**src/hdl/vdma_geom_pkg.sv**
```systemverilog
`default_nettype none

package vdma_geom_pkg;

    // frame geometry
    localparam int PIXEL_W         = 32;
    localparam int X_DIV           = 2;     // bursts per line
    localparam int X_STRIDE        = 1920;  // line pitch in pixels
    localparam int BUF_COUNT       = 3;
    localparam int FIFO_RST_CYCLES = 16;

    // offset within one frame buffer, 32-bit units
    localparam int OFFSET_W        = 22;
    localparam int BUF_IDX_W       = 3;

    typedef logic [PIXEL_W-1:0]   pixel_t;

    typedef logic [9:0]           xsize_t;   // pixels per line
    typedef logic [9:0]           ysize_t;   // lines per frame

    typedef logic [OFFSET_W-1:0]  offset_t;
    typedef logic [BUF_IDX_W-1:0] buf_idx_t;

    typedef logic [7:0]           frame_cnt_t;

endpackage

`default_nettype wire

```
**src/hdl/vdma_bus_pkg.sv**
```systemverilog
`default_nettype none

package vdma_bus_pkg;

    localparam int BUS_W        = 128;
    localparam int ADDR_W       = 28;
    localparam int PIX_PER_WORD = 4;    // 32-bit pixels in one bus word

    // write FIFO, counted in bus words
    localparam int FIFO_DEPTH   = 64;
    localparam int LEVEL_W      = 7;    // holds 0 .. FIFO_DEPTH

    typedef logic [BUS_W-1:0]   bus_word_t;
    typedef logic [ADDR_W-1:0]  dma_addr_t;
    typedef logic [15:0]        burst_len_t;
    typedef logic [LEVEL_W-1:0] level_t;

    // write channel states
    typedef enum logic [1:0] {
        ch_idle,
        ch_rst,     // FIFO held in reset
        ch_req,     // request raised, waiting for busy
        ch_wait     // burst in flight
    } ch_state_t;

endpackage

`default_nettype wire

```
**src/hdl/addr_step_if.sv**
```systemverilog
`default_nettype none

interface addr_step_if import vdma_geom_pkg::*; ();

    logic     clear;      // new frame, offset back to 0
    logic     load_buf;
    buf_idx_t buf_idx;
    logic     step;       // one burst done, move on
    xsize_t   x_size;

    modport ctrl (
        output clear,
        output load_buf,
        output buf_idx,
        output step,
        output x_size
    );

    modport gen (
        input clear,
        input load_buf,
        input buf_idx,
        input step,
        input x_size
    );

endinterface

`default_nettype wire

```
**src/hdl/wr_frame_ctrl.sv**
```systemverilog
`default_nettype none

module wr_frame_ctrl
    import vdma_geom_pkg::*;
    import vdma_bus_pkg::*;
(
    input  logic        ui_clk,
    input  logic        ui_rstn,
    input  logic        fs_pulse_i,
    input  ysize_t      y_size_i,
    input  xsize_t      x_size_i,
    input  buf_idx_t    buf_i,
    input  level_t      level_i,
    input  logic        busy_i,
    addr_step_if.ctrl   step_if,
    output logic        fifo_rst_o,
    output logic        req_o,
    output burst_len_t  burst_len_o,
    output frame_cnt_t  frame_cnt_o
);

    ch_state_t state;

    logic [$clog2(FIFO_RST_CYCLES)-1:0] rst_cnt;
    logic [$clog2(X_DIV)-1:0]           div_cnt;
    ysize_t                             line_cnt;
    logic                               last_burst;

    // half a line of pixels in bus words
    assign burst_len_o = burst_len_t'((32'(x_size_i) * PIXEL_W) / (BUS_W * X_DIV));

    assign last_burst = (line_cnt == y_size_i - 1'b1) && (div_cnt == X_DIV - 1);

    assign step_if.buf_idx = buf_i;
    assign step_if.x_size  = x_size_i;

    always_ff @(posedge ui_clk) begin
        if (!ui_rstn) begin
            state            <= ch_idle;
            rst_cnt          <= '0;
            div_cnt          <= '0;
            line_cnt         <= '0;
            fifo_rst_o       <= 1'b0;
            req_o            <= 1'b0;
            frame_cnt_o      <= '0;
            step_if.clear    <= 1'b0;
            step_if.load_buf <= 1'b0;
            step_if.step     <= 1'b0;
        end else begin
            step_if.clear    <= 1'b0;
            step_if.load_buf <= 1'b0;
            step_if.step     <= 1'b0;

            case (state)
                ch_idle: begin
                    // frame sync only honoured here
                    if (fs_pulse_i) begin
                        state            <= ch_rst;
                        fifo_rst_o       <= 1'b1;
                        rst_cnt          <= '0;
                        div_cnt          <= '0;
                        line_cnt         <= '0;
                        step_if.clear    <= 1'b1;
                        step_if.load_buf <= 1'b1;
                        if (frame_cnt_o == frame_cnt_t'(BUF_COUNT - 1))
                            frame_cnt_o <= '0;
                        else
                            frame_cnt_o <= frame_cnt_o + 1'b1;
                    end
                end

                ch_rst: begin
                    rst_cnt <= rst_cnt + 1'b1;
                    if (rst_cnt == FIFO_RST_CYCLES - 1) begin
                        fifo_rst_o <= 1'b0;
                        state      <= ch_req;
                    end
                end

                ch_req: begin
                    if (busy_i) begin
                        req_o <= 1'b0;  // engine took it
                        state <= ch_wait;
                    end else if (burst_len_t'(level_i) >= burst_len_o) begin
                        req_o <= 1'b1;
                    end
                end

                ch_wait: begin
                    if (!busy_i) begin
                        if (last_burst) begin
                            state <= ch_idle;
                        end else begin
                            state        <= ch_req;
                            step_if.step <= 1'b1;
                            if (div_cnt == X_DIV - 1) begin
                                div_cnt  <= '0;
                                line_cnt <= line_cnt + 1'b1;
                            end else begin
                                div_cnt <= div_cnt + 1'b1;
                            end
                        end
                    end
                end

                default: state <= ch_idle;
            endcase
        end
    end

endmodule

`default_nettype wire

```
**src/flat_wrapper.sv**
```systemverilog
// flat-port wrapper written by rule: the top's interface ports become plain ports
module wr_frame_ctrl_flat import vdma_geom_pkg::*; import vdma_bus_pkg::*;
  (ui_clk, ui_rstn, fs_pulse_i, y_size_i, x_size_i, buf_i, level_i, busy_i, fifo_rst_o, req_o, burst_len_o, frame_cnt_o, step_if_clear, step_if_load_buf, step_if_buf_idx, step_if_step, step_if_x_size);
  addr_step_if step_if_i ();
  input  logic ui_clk;
  input  logic ui_rstn;
  input  logic fs_pulse_i;
  input  ysize_t y_size_i;
  input  xsize_t x_size_i;
  input  buf_idx_t buf_i;
  input  level_t level_i;
  input  logic busy_i;
  output logic fifo_rst_o;
  output logic req_o;
  output burst_len_t burst_len_o;
  output frame_cnt_t frame_cnt_o;
  output wire logic [$bits(step_if_i.clear)-1:0] step_if_clear;
  output wire logic [$bits(step_if_i.load_buf)-1:0] step_if_load_buf;
  output wire logic [$bits(step_if_i.buf_idx)-1:0] step_if_buf_idx;
  output wire logic [$bits(step_if_i.step)-1:0] step_if_step;
  output wire logic [$bits(step_if_i.x_size)-1:0] step_if_x_size;
  assign step_if_clear = step_if_i.clear;
  assign step_if_load_buf = step_if_i.load_buf;
  assign step_if_buf_idx = step_if_i.buf_idx;
  assign step_if_step = step_if_i.step;
  assign step_if_x_size = step_if_i.x_size;
  wr_frame_ctrl u_core (.ui_clk(ui_clk), .ui_rstn(ui_rstn), .fs_pulse_i(fs_pulse_i), .y_size_i(y_size_i), .x_size_i(x_size_i), .buf_i(buf_i), .level_i(level_i), .busy_i(busy_i), .step_if(step_if_i), .fifo_rst_o(fifo_rst_o), .req_o(req_o), .burst_len_o(burst_len_o), .frame_cnt_o(frame_cnt_o));
endmodule
```
**config.mk**
```make
export PLATFORM = sky130hd
export DESIGN_NAME = wr_frame_ctrl_flat
export DESIGN_NICKNAME = d
export VERILOG_FILES = /design/src/hdl/vdma_geom_pkg.sv /design/src/hdl/vdma_bus_pkg.sv /design/src/hdl/addr_step_if.sv /design/src/hdl/wr_frame_ctrl.sv /design/src/flat_wrapper.sv
export SDC_FILE = /design/constraint.sdc
export NUM_CORES = 1
export LEC_CHECK = 0
export ABC_AREA = 1
export BUFFER_PORTS_ARGS = -buffer_cell sky130_fd_sc_hd__buf_4
export CORE_AREA = 2 2 61 78
export DETAILED_ROUTE_END_ITERATION = 7
export DIE_AREA = 0 0 63 80
export PLACE_DENSITY = 0.87
export SYNTH_ARGS = -nofsm -noshare
export SYNTH_HDL_FRONTEND = slang
export SYNTH_SLANG_ARGS = --single-unit
export TNS_END_PERCENT = 50
```
**constraint.sdc**
```tcl
create_clock -name ui_clk -period 2.3 [get_ports ui_clk]
set_input_delay 0.23 -clock ui_clk [delete_from_list [all_inputs] [get_ports ui_clk]]
set_output_delay 0.23 -clock ui_clk [all_outputs]
set_load 0.1 [all_outputs]
```
==> key figures <==
Clocking
  • Clk Latency, worst-skew pair: 0.27 ns
  • Resized cells post-CTS: 0
  • Htree depth: 2
  • Root buffer cell: sky130_fd_sc_hd__clkbuf_8
  • Post-CTS setup-driven buffer insertion count: 0
  • Clock buffer count from CTS: 5
  • Hold_buf cts: 0
  • Clock Tree Buf Depth: 2
  • Clock tree from TritonCTS: yes
  • Clock-pin slew on the worst setup and hold paths: 0.06 ns
  • Number of clock sinks: 29

Yosys
  • Count of warnings emitted by yosys: 0
  • Yosys reg bits: 29
  • Gate count after technology mapping: 365
  • Post-synthesis average cell area: 6.26 sq um
  • Post-synthesis instance area: 0.00228 sq mm
  • Sequential element share of the synthesized area: 0.254
  • Unique cell type count in the Yosys netlist: 29

Setup path
  • Crit path arrival time: 1.94 ns
  • Critical path data required time: 2.50 ns
  • Cell with the most instances on the worst path: sky130_fd_sc_hd__nand2_1
  • Biggest cell delay along the critical path: 0.45 ns
  • Startpoint-to-endpoint class of the critical path: reg2reg
  • Worst Setup End Kind: flip-flop
  • Worst Setup Start Kind: flip-flop
  • Sequence of cells on the critical path: inv_2, nand2_1, nand2_1, nand2_1, nand2_1, nor2_1, nand2_1, nor2_4, nand4_4, nand2_4, nand2_1, a21oi_1
  • Slowest-stage cell, CP: sky130_fd_sc_hd__dfxtp_1
  • Worst-path maximum fanout: 11

Place
  • Buffers on Ports: 54
  • HPWL reported at the end of detailed placement: 4030 microns
  • Placed cell count: 453
  • Placer Congestion: 0.850

Global routing
  • First-pass GRT wire length: 8340 microns
  • All-layer global routing usage: 0.204
  • Pin count of the biggest net entering global routing: 17
  • Number of global-route vias before repair: 2057
  • Global route overflow: 0
  • Antenna violations before repair: 0

Route
  • DRC violation count after routing: 0
  • Antenna-violating nets left: 0
  • Via count: 2288
  • Post-DR wirelength/cell: 10.7 microns
  • Post-detailed-route via-to-cell ratio: 4.97
  • First DRT Iteration DRCs: 94
  • TritonRoute pass-1 iters: 4
  • Final WL: 4930 microns

Power
  • Pwr/cell area: 729 mW/mm^2
  • Max rail drop VDD: 0.778 mV
  • Cell leakage power: 0.00129 uW

Die
  • Vertical extent of the die: 80 microns
  • Starting density of the core: 0.532
  • Core ar.: 0.00429 sq mm
  • Site Rows: 27
  • Total die area: 0.00504 sq mm
  • Die width: 63 microns
  • Num ports: 76

Finish
  • Nets: 448
  • Most common cell after layout, fill and taps aside: sky130_fd_sc_hd__nand2_1
  • Commonest cells after routing, fill and taps aside: sky130_fd_sc_hd__nand2_1 (91), sky130_fd_sc_hd__buf_4 (56), sky130_fd_sc_hd__inv_1 (55)
  • Layout area overhead: 15.7%
  • Area taken by multi-input logic gates: 0.00126 sq mm
  • Antenna diode instance count: 0
  • Final design utilization: 0.616
  • Register area: 581 sq um
  • Share of layout cells above drive strength 1: 0.172
  • Number of cells in the finished layout apart from fillers: 460
  • Fill cell count: 404

Status
  • Status: finished, final reports clean

Timing
  • Fin Clk Skew: 0.00363 ns
  • Total setup violations reported at the end of the flow: 0
  • RSZ-0062 raised after global routing: no
  • Final Hold Violating Endpoints: 0
  • Shortest period the worst path allows: 1.73 ns
  • Peak clock frequency supported by timing: 577 MHz
  • Crit share post-route: 0.754
  • Setup tns final: 0 ns
  • Count of final max-slew check failures: 0

Hold path
  • Class of the tightest hold or removal check: in2reg

Run
  • Max-cap violations: 0
cells in the mapped netlist (all sizes together):
cell type	instances	area (sq um)
nand2	92	353
inv	56	210
nor2	43	174
buf	33	246
dfxtp	29	581
nand3	28	140
a21oi	26	134
ha	12	150
o21ai	11	55.1
nor3	9	45.0
xor2	8	70.1
nand4	7	58.8
clkinv	2	7.51
o211ai	2	15.0
a211oi	1	7.51
clkbuf	1	3.75
conb	1	3.75
nor4	1	6.26
o22ai	1	6.26
o31ai	1	7.51
xnor2	1	8.76
critical path, delay by kind of cell, from the launching register on:
kind                   cells  cell delay, ns
buffers and inverters      1            0.10
flip-flops                 1            0.45
AO/OA/AOI/OAI              1            0.13
AND/OR/NAND/NOR           10            0.99
registers in the layout (all words and copies together), names as in the netlist:
name                  flops
u_core.div_cnt            1
u_core.frame_cnt_o        8
u_core.req_o              1
u_core.line_cnt          10
u_core.step_if.clear      1
u_core.step_if.step       1
u_core.rst_cnt            4
u_core.state              2
u_core.fifo_rst_o         1
power by group:
group	internal [uW]	switching (uW)
Combinational	215	685
Clock	237	172
Sequential	563	54.1
Total	1010	911
final timing paths:
| check | slack, ns | depth (start not counted) | start | to |
|---|---|---|---|---|
| hold / removal | 0.22 | 4 | busy_i | u_core.req_o |
| hold reg to reg | 0.45 | 2 | u_core.req_o | u_core.req_o |
| setup / recovery | 0.57 | 12 | u_core.line_cnt[3] | u_core.line_cnt[6] |
| setup reg to reg | 0.57 | 12 | u_core.line_cnt[3] | u_core.line_cnt[6] |
stage by stage:
step | area (sq um) | power [uW] | setup slack [ns] | hold WS (ns)
2_1_floorplan | 2310 | 1420 | 0.123 | 0.387
5_1_grt | 2640 | 2050 | 0.368 | 0.257
3_3_place_gp | 2560 | 1500 | 0.436 | 0.433
6_report | 2640 | 1930 | 0.567 | 0.218
4_1_cts | 2640 | 1950 | 0.574 | 0.211
3_5_place_dp | 2560 | 1520 | 0.363 | 0.444
cell families after synthesis:
kind of cell | Yosys count | share of synthesized area
compound gates | 42 | 0.0986
buf+inv | 92 | 0.205
fa+ha+maj | 12 | 0.0658
simple gates | 180 | 0.340
xor+xnor | 9 | 0.0345
other cells | 1 | 0.00164
flops | 29 | 0.254
metal layers:
metal | track usage | share of wire | vias up
met5 | 0 | 0 | -
met4 | 0.0800 | 0.022 | 0
met3 | 0.0494 | 0.050 | 14
met2 | 0.385 | 0.52 | 66
met1 | 0.215 | 0.40 | 1014
li1 | - | - | 1194
layout make-up:
| class | instances | area share |
|---|---|---|
| multi-input combinational | 252 | 0.479 |
| timing repair buffer | 56 | 0.159 |
| sequential | 29 | 0.220 |
| inverter | 58 | 0.0824 |
| clock buffer | 7 | 0.0327 |
| tap | 58 | 0.0275 |
Note: power is estimated with default switching activity, not from simulation.
