$ cat src/hdl/vdma_geom_pkg.sv
`default_nettype none

package vdma_geom_pkg;

    // frame geometry
    localparam int PIXEL_W         = 32;
    localparam int X_DIV           = 2;     // bursts per line
    localparam int X_STRIDE        = 1920;  // line pitch in pixels
    localparam int BUF_COUNT       = 3;
    localparam int FIFO_RST_CYCLES = 16;

    // offset within one frame buffer, 32-bit units
    localparam int OFFSET_W        = 22;
    localparam int BUF_IDX_W       = 3;

    typedef logic [PIXEL_W-1:0]   pixel_t;

    typedef logic [9:0]           xsize_t;   // pixels per line
    typedef logic [9:0]           ysize_t;   // lines per frame

    typedef logic [OFFSET_W-1:0]  offset_t;
    typedef logic [BUF_IDX_W-1:0] buf_idx_t;

    typedef logic [7:0]           frame_cnt_t;

endpackage

`default_nettype wire

$ cat src/hdl/vdma_bus_pkg.sv
`default_nettype none

package vdma_bus_pkg;

    localparam int BUS_W        = 128;
    localparam int ADDR_W       = 28;
    localparam int PIX_PER_WORD = 4;    // 32-bit pixels in one bus word

    // write FIFO, counted in bus words
    localparam int FIFO_DEPTH   = 64;
    localparam int LEVEL_W      = 7;    // holds 0 .. FIFO_DEPTH

    typedef logic [BUS_W-1:0]   bus_word_t;
    typedef logic [ADDR_W-1:0]  dma_addr_t;
    typedef logic [15:0]        burst_len_t;
    typedef logic [LEVEL_W-1:0] level_t;

    // write channel states
    typedef enum logic [1:0] {
        ch_idle,
        ch_rst,     // FIFO held in reset
        ch_req,     // request raised, waiting for busy
        ch_wait     // burst in flight
    } ch_state_t;

endpackage

`default_nettype wire

$ cat src/hdl/addr_step_if.sv
`default_nettype none

interface addr_step_if import vdma_geom_pkg::*; ();

    logic     clear;      // new frame, offset back to 0
    logic     load_buf;
    buf_idx_t buf_idx;
    logic     step;       // one burst done, move on
    xsize_t   x_size;

    modport ctrl (
        output clear,
        output load_buf,
        output buf_idx,
        output step,
        output x_size
    );

    modport gen (
        input clear,
        input load_buf,
        input buf_idx,
        input step,
        input x_size
    );

endinterface

`default_nettype wire

$ cat src/hdl/burst_addr_gen.sv
`default_nettype none

module burst_addr_gen
    import vdma_geom_pkg::*;
    import vdma_bus_pkg::*;
(
    input  logic        ui_clk,
    input  logic        ui_rstn,
    addr_step_if.gen    step_if,
    input  dma_addr_t   base_addr_i,
    output dma_addr_t   burst_addr_o
);

    buf_idx_t buf_q;
    offset_t  offset;
    logic [$clog2(X_DIV)-1:0] div_cnt;  // which part of the line

    offset_t x_words;
    offset_t half_inc;
    offset_t line_inc;

    // line length in 32-bit units
    assign x_words  = offset_t'(32'(step_if.x_size) * (PIXEL_W / 32));
    assign half_inc = offset_t'(x_words / X_DIV);
    // last part of a line also skips the stride remainder
    assign line_inc = offset_t'(X_STRIDE * (PIXEL_W / 32)) - x_words + half_inc;

    always_ff @(posedge ui_clk) begin
        if (!ui_rstn) begin
            buf_q   <= '0;
            offset  <= '0;
            div_cnt <= '0;
        end else begin
            if (step_if.load_buf)
                buf_q <= step_if.buf_idx;

            if (step_if.clear) begin
                offset  <= '0;
                div_cnt <= '0;
            end else if (step_if.step) begin
                if (div_cnt == X_DIV - 1) begin
                    offset  <= offset + line_inc;
                    div_cnt <= '0;
                end else begin
                    offset  <= offset + half_inc;
                    div_cnt <= div_cnt + 1'b1;
                end
            end
        end
    end

    // buffer index sits just above the offset bits
    assign burst_addr_o = base_addr_i + dma_addr_t'({buf_q, offset});

endmodule

`default_nettype wire

$ cat src/flat_wrapper.sv
// flat-port wrapper written by rule: the top's interface ports become plain ports
module burst_addr_gen_flat import vdma_geom_pkg::*; import vdma_bus_pkg::*;
  (ui_clk, ui_rstn, base_addr_i, burst_addr_o, step_if_clear, step_if_load_buf, step_if_buf_idx, step_if_step, step_if_x_size);
  addr_step_if step_if_i ();
  input  logic ui_clk;
  input  logic ui_rstn;
  input  dma_addr_t base_addr_i;
  output dma_addr_t burst_addr_o;
  input wire logic [$bits(step_if_i.clear)-1:0] step_if_clear;
  input wire logic [$bits(step_if_i.load_buf)-1:0] step_if_load_buf;
  input wire logic [$bits(step_if_i.buf_idx)-1:0] step_if_buf_idx;
  input wire logic [$bits(step_if_i.step)-1:0] step_if_step;
  input wire logic [$bits(step_if_i.x_size)-1:0] step_if_x_size;
  assign step_if_i.clear = step_if_clear;
  assign step_if_i.load_buf = step_if_load_buf;
  assign step_if_i.buf_idx = step_if_buf_idx;
  assign step_if_i.step = step_if_step;
  assign step_if_i.x_size = step_if_x_size;
  burst_addr_gen u_core (.ui_clk(ui_clk), .ui_rstn(ui_rstn), .step_if(step_if_i), .base_addr_i(base_addr_i), .burst_addr_o(burst_addr_o));
endmodule
$ cat config.mk
export PLATFORM = sky130hd
export DESIGN_NAME = burst_addr_gen_flat
export DESIGN_NICKNAME = d
export VERILOG_FILES = /design/src/hdl/vdma_geom_pkg.sv /design/src/hdl/vdma_bus_pkg.sv /design/src/hdl/addr_step_if.sv /design/src/hdl/burst_addr_gen.sv /design/src/flat_wrapper.sv
export SDC_FILE = /design/constraint.sdc
export NUM_CORES = 1
export LEC_CHECK = 0
export ABC_AREA = 1
export ABC_CLOCK_PERIOD_IN_PS = 3400
export BUFFER_PORTS_ARGS = -buffer_cell sky130_fd_sc_hd__buf_2
export CORE_ASPECT_RATIO = 1.4
export CORE_MARGIN = 8
export CORE_UTILIZATION = 59
export DETAILED_ROUTE_END_ITERATION = 12
export PLACE_DENSITY = 0.83
export SETUP_SLACK_MARGIN = 0.2
export SYNTH_ARGS = -nofsm -noshare
export SYNTH_HDL_FRONTEND = slang
export SYNTH_SLANG_ARGS = --single-unit
$ cat constraint.sdc
create_clock -name ui_clk -period 3.4 [get_ports ui_clk]
set_clock_uncertainty 0.1 [all_clocks]
set_input_delay 0.51 -clock ui_clk [delete_from_list [all_inputs] [get_ports ui_clk]]
set_output_delay 0.51 -clock ui_clk [all_outputs]
set_load 0.03 [all_outputs]
==> run_results.csv, run 1 <==
group,metric,value,unit
worst_hold_path,min_path_type,"input port to flip-flop",
layout,nets,960,
timing,slew_headroom,63.85,%
synth,synth_top_area_share,16.92,%
power_and_ir_drop,total_leakage_power,2.826,nW
timing,worst_pin_slew,541.7,ps
power_and_ir_drop,vdd_drop_max,0.2037,mV
timing,timing_hold_violations_final,0,
synth,yosysTopAreaCell,"nand2_1",
synth,yosys_most_used_dff,"dfxtp_1",
synth,syn_nets,869,
place,place_congestion,0.9731,
routing,drc,0,
clock_network,clkTransAtPathRegs,110,ps
timing,fin_crit_sh,91.54,%
die,fp.dieH,119.1,um
global_routing,grt_use_total,26.89,%
synth,ys_async_sr_fraction,0,%
synth,synth_common_cells,"nand2_1, inv_1, nor2_1",
synth,yosysMostFrequentCell,"nand2_1",
timing,grt_setup_unrepaired,"yes",
global_routing,grt_max_degree,21,
synth,ys_types,40,
synth,synth_area_leaders,"nand2_1, ha_1, dfxtp_1, inv_1, a21oi_1",
timing,setup_slack,287.6,ps
die,io_pins,74,
power_and_ir_drop,p_per_area,260.4,nW/um^2
synth,syn-cell-area,4482,sq um
worst_setup_path,r2r_slack,600,ps
clock_network,clock_path_buffers,2,
layout,stdcell_count,950,
layout,drive_gt1_share,17.12,%
routing,vias,5192,
routing,wl_met3,886,um
synth,synth_warnings,0,
die,core,7361,sq um
layout,areaGrowthSynthToFinish,18.26,%
timing,min_period,3112,ps
routing,wl_met1,5.394,mm
clock_network,clock_sinks,26,
global_routing,grt_overflow,0,
worst_setup_path,critPathRequiredTime,3490,ps
routing,viasPerCell,5.465,
place,dp_hpwl,12.15,mm
global_routing,antenna_found_initial,0,
place,dp_slack,-174.4,ps
die,start_util,60.89,%
job,drv_cap,0,
outcome,outcome,"finished, final reports clean",
routing,wl_per_cell,15.42,um
timing,finalSetupTns,0,ps
die,num_rows,37,
worst_setup_path,endpoint_kind,"flip-flop",
synth,synth_cells,763,
routing,detail-route-antenna-nets,0,
place,port_buffers,73,
timing,finalMaxSlewViolations,0,
routing,drt_iter0_markers,296,
timing,setup_viol,0,
routing,firstDrtPassIters,5,
clock_network,hold_buffers,0,
timing,hold_ws,355.2,ps
clock_network,cts_tree,"built",
layout,fin_util,72.00,%
global_routing,grt_pass1_vias,5117,
routing,wl_met2,7.601,mm
clock_network,worstSkewPairLatency,280,ps
worst_setup_path,path_class,"input port to flip-flop",
worst_setup_path,start_kind,"input port",
clock_network,h-tree-depth,1,
die,fp.dieW,89.66,um
global_routing,grt_pass1_wl,23.00,mm
layout,antennaDiodeCount,0,
routing,top_layer_used,"met4",
synth,synth_seq_area_share,11.61,%
worst_setup_path,critical_path.max_fanout,5,
routing,routed_wl,14.65,mm
timing,fmaxAchievable,321.3,MHz
synth,synth_seq_cells,26,
clock_network,cts_made_buffers,3,
worst_setup_path,worst_ep_arrival_time,3200,ps
clock_network,cts_root_buf,"clkbuf_8",
synth,synth_edf_count,0,
die,die_area,10680,sq um
place,place_inst,944,
synth,synth_area_per_cell,5.874,sq um
## per-layer routing
metal	up-vias	track usage (%)
li1	2632	-
met1	2302	27.46
met2	202	51.15
met3	56	2.065
met4	0	13.79
met5	-	0
## registers in the layout, indices dropped and copies added (netlist names)
name and cells:
u_core.div_cnt 1, u_core.offset 22, u_core.buf_q 3
## kinds of logic (layout without fill, tap and decap cells)
family / after synthesis / in the layout / synth area share, %
AOI/OAI and AO/OA: 126 / 126 / 15.61
xor gates and xnor gates: 30 / 30 / 5.863
adders and majority gates: 60 / 60 / 18.76
buffers and inverters: 139 / 229 / 11.86
DFF: 26 / 26 / 11.61
and+or+nand+nor: 382 / 382 / 36.29
## through the flow
stage / power [mW] / area [sq um]
2_1_floorplan: 0.8298 / 4482
3_3_place_gp: 1.035 / 5064
3_5_place_dp: 1.051 / 5064
4_1_cts: 1.318 / 5135
5_1_grt: 1.467 / 5300
6_report: 1.380 / 5300
## final timing paths
check | start | to | cells after the start
setup / recovery | step_if_x_size[1] | u_core.offset[20] | 18
hold / removal | step_if_buf_idx[2] | u_core.buf_q[2] | 3
setup reg to reg | u_core.offset[1] | u_core.offset[17] | 18
hold reg to reg | u_core.buf_q[0] | u_core.buf_q[0] | 2
## critical path, cell delays in order
cell and delay (ps):
buf_4 130, inv_2 70, ha_4 140, nand3_2 80
nor2_1 120, nand2_1 110, o21ai_2 200, xor2_1 110
fa_1 380, inv_1 70, ha_1 260, a21oi_1 280
o21ai_0 140, nor2_1 130, buf_4 170, nand2_1 80
a31oi_1 160, nor2_1 60
## report_power, final
group          internal (mW)  total [mW]  switching (mW)
registers              0.315       0.328          0.0132
clock network          0.158       0.275           0.117
logic                  0.277       0.777           0.499
total                  0.750        1.38           0.630
## what timing repair did
item / CTS / global route
setup buffers: 0 / 2
endpoints found under the hold margin: 0 / 0
pin swaps: 0 / 18
setup endpoints to repair: 7 / 19
gates resized for setup: 1 / 36
## layout by cell type, fill, tap and decap left out, types with 3 or more instances in the layout
cell type	synthesis	layout
nand2_1	202	196
inv_1	130	127
nor2_1	82	81
buf_2	2	72
a21oi_1	64	59
nand3_1	55	51
ha_1	48	44
o21ai_0	37	34
dfxtp_1	26	26
xor2_1	24	24
buf_4	0	20
nand2_2	8	12
fa_1	12	12
nor3_1	10	9
nand4_1	8	8
nand3_2	3	7
xnor2_1	6	6
inv_2	3	6
a21oi_2	2	5
a31oi_1	5	5
o21bai_1	4	4
o21ai_1	2	4
ha_4	0	4
o21ai_2	3	3
nand2_4	1	3
and2_1	3	3
clkbuf_8	0	3
## layout make-up
| type | count | area (sq um) |
|---|---|---|
| clock inverter | 1 | 30.03 |
| multi-input combinational | 598 | 3577 |
| inverter | 133 | 499.2 |
| tap | 97 | 121.4 |
| timing repair buffer | 92 | 510.5 |
| sequential | 26 | 520.5 |
| fill | 651 | 2061 |
| clock buffer | 3 | 41.29 |
No activity file was read; power rests on OpenSTA's default activity.
==> inputs of run 2 (changes only) <==
- ABC_CLOCK_PERIOD_IN_PS: 3400 -> 3300
- TNS_END_PERCENT: unset -> 100
- clock period: 3.4 -> 3.3 ns (I/O delays scaled with it)
==> run 2 against run 1 <==
  * Routed wire length rose by 2.5%
  * Clock power rose by 2%
  * Clock-buffer cell count did not move
  * Critical path type unchanged
  * Critical endpoint is now u_core.offset[16]
==> run_results.csv, run 2 (synthesis gave the netlist of run 1 again) <==
group,metric,value,unit
die,num_rows,37,
layout,fillCellCount,637,
worst_setup_path,endpoint_kind,"flip-flop",
place,dp_hpwl,12.17,mm
clock_network,cts_root_buf,"clkbuf_8",
worst_setup_path,reg2reg_depth,15,
layout,multi_input_comb_area,3672,sq um
worst_setup_path,startpoint,"step_if_x_size[0]",
clock_network,clock_sinks,26,
global_routing,grt_use_total,26.84,%
layout,largest_reg_flops,22,
place,dp_slack,-170.0,ps
routing,routed_wl,15.02,mm
global_routing,grt_pass1_vias,5088,
timing,slew_headroom,64.37,%
clock_network,worstSkewPairLatency,280,ps
layout,drive_gt1_share,19.79,%
clock_network,hold_buffers,0,
global_routing,grt_pass1_wl,22.78,mm
timing,fin_crit_sh,92.36,%
worst_setup_path,r2r_slack,560,ps
power_and_ir_drop,p_per_area,271.2,nW/um^2
worst_setup_path,cp_slowest_cell,"fa_1",
clock_network,clock_path_buffers,2,
outcome,outcome,"finished, final reports clean",
timing,finalSetupTns,0,ps
worst_setup_path,worstReg2RegStart,"u_core.offset[1]",
timing,setup_slack,252.2,ps
routing,vias,5298,
worst_setup_path,crit_end,"u_core.offset[16]",
timing,grt_setup_unrepaired,"yes",
layout,nets,961,
clock_network,cts_made_buffers,3,
global_routing,grt_max_degree,25,
worst_setup_path,critPathRequiredTime,3430,ps
worst_setup_path,critical_path.max_fanout,3,
routing,drt_iter0_markers,263,
clock_network,cts_tree,"built",
layout,final_common_cell,"nand2_1",
layout,layout_common_cells,"nand2_1, inv_1, nor2_1",
worst_setup_path,worst_ep_arrival_time,3180,ps
die,fp.dieW,89.66,um
layout,antennaDiodeCount,0,
die,start_util,60.89,%
worst_setup_path,path_cells,"buf_4 -> inv_2 -> ha_4 -> nand3_4 -> nor2_4 -> nand2_2 -> o21ai_2 -> xor2_1 -> fa_1 -> inv_2 -> ha_4 -> a21oi_2 -> o21ai_0 -> nor2_2 -> buf_4 -> a21oi_4 -> nand3_1 -> nand2_1 -> inv_1 -> nor2_1",
layout,areaGrowthSynthToFinish,20.94,%
worst_setup_path,start_kind,"input port",
timing,worst_pin_slew,533.8,ps
place,port_buffers,73,
layout,top_regs,"u_core.offset (22), u_core.buf_q (3), u_core.div_cnt (1)",
timing,timing_hold_violations_final,0,
layout,regMostFlops,"u_core.offset",
routing,wl_per_cell,15.80,um
layout,stdcell_count,951,
power_and_ir_drop,vdd_drop_max,0.1907,mV
routing,drc,0,
global_routing,grt_overflow,0,
worst_hold_path,min_path_type,"input port to flip-flop",
place,place_congestion,0.9686,
global_routing,antenna_found_initial,0,
clock_network,h-tree-depth,1,
worst_setup_path,path_class,"input port to flip-flop",
timing,min_period,3048,ps
die,die_area,10680,sq um
timing,fmaxAchievable,328.1,MHz
clock_network,clkTransAtPathRegs,110,ps
layout,seqCellArea,521.8,sq um
routing,detail-route-antenna-nets,0,
worst_setup_path,cpPeakStageDelay,460,ps
die,io_pins,74,
timing,setup_viol,0,
timing,hold_ws,334.8,ps
routing,firstDrtPassIters,7,
place,place_inst,944,
job,drv_cap,0,
die,core,7361,sq um
power_and_ir_drop,total_leakage_power,2.843,nW
routing,viasPerCell,5.571,
timing,finalMaxSlewViolations,0,
die,fp.dieH,119.1,um
worst_setup_path,r2r-end,"u_core.offset[7]",
-- run 2: cell count changes in the layout (fill, tap and decap cells not counted), sizes merged --
cell    previous run  this run
clkbuf             3         5
buf               92        91
-- run 2: worst min path at each step --
stage | start | to | slack, ps | cells past startpoint
floorplan | u_core.buf_q[0] | u_core.buf_q[0] | 370 | 2
global placement | u_core.buf_q[0] | u_core.buf_q[0] | 410 | 2
detailed placement | u_core.buf_q[0] | u_core.buf_q[0] | 430 | 2
CTS | step_if_buf_idx[1] | u_core.buf_q[1] | 340 | 3
global route | step_if_buf_idx[1] | u_core.buf_q[1] | 350 | 3
finish | step_if_buf_idx[1] | u_core.buf_q[1] | 330 | 3
-- run 2: through the flow --
| stage | utilization [%] | area [sq um] | total power, mW |
|---|---|---|---|
| floorplan | - | 4486 | 0.8552 |
| global placement | 68.84 | 5067 | 1.087 |
| detailed placement | 68.84 | 5067 | 1.103 |
| CTS | 70.29 | 5174 | 1.388 |
| global route | 73.64 | 5420 | 1.557 |
| finish | 73.64 | 5420 | 1.470 |
-- run 2: worst max-delay path: cells and delay by family --
| kind | cells | cell delay, ps |
|---|---|---|
| compound gates | 4 | 590 |
| xor+xnor | 1 | 230 |
| fa+ha+maj | 3 | 740 |
| buf+inv | 5 | 480 |
| simple gates | 7 | 630 |
-- run 2: metal layers --
layer,GRT usage (%),routed length [um],vias to the layer above
li1,-,-,2625
met1,27.02,5347,2405
met2,49.72,7790,216
met3,2.202,931,52
met4,17.55,954,0
met5,0,0,-
-- run 2: timing repair --
action,in CTS,in global routing
hold endpoints to repair,0,0
setup endpoints to repair,9,21
setup buffers,1,2
gates resized for setup,6,62
pin swaps,3,22
-- run 2: final cells by class --
type | instances | share of cell area [%]
Multi-Input combinational cell | 598 | 67.75
Clock buffer | 3 | 0.7618
Sequential cell | 26 | 9.626
Timing Repair Buffer | 93 | 9.765
Tap cell | 97 | 2.239
Inverter | 133 | 9.303
Clock inverter | 1 | 0.5540
-- run 2: where the power goes --
group | switching (mW) | internal (mW)
logic | 0.545 | 0.306
clock network | 0.117 | 0.163
registers | 0.0138 | 0.325
total | 0.677 | 0.793
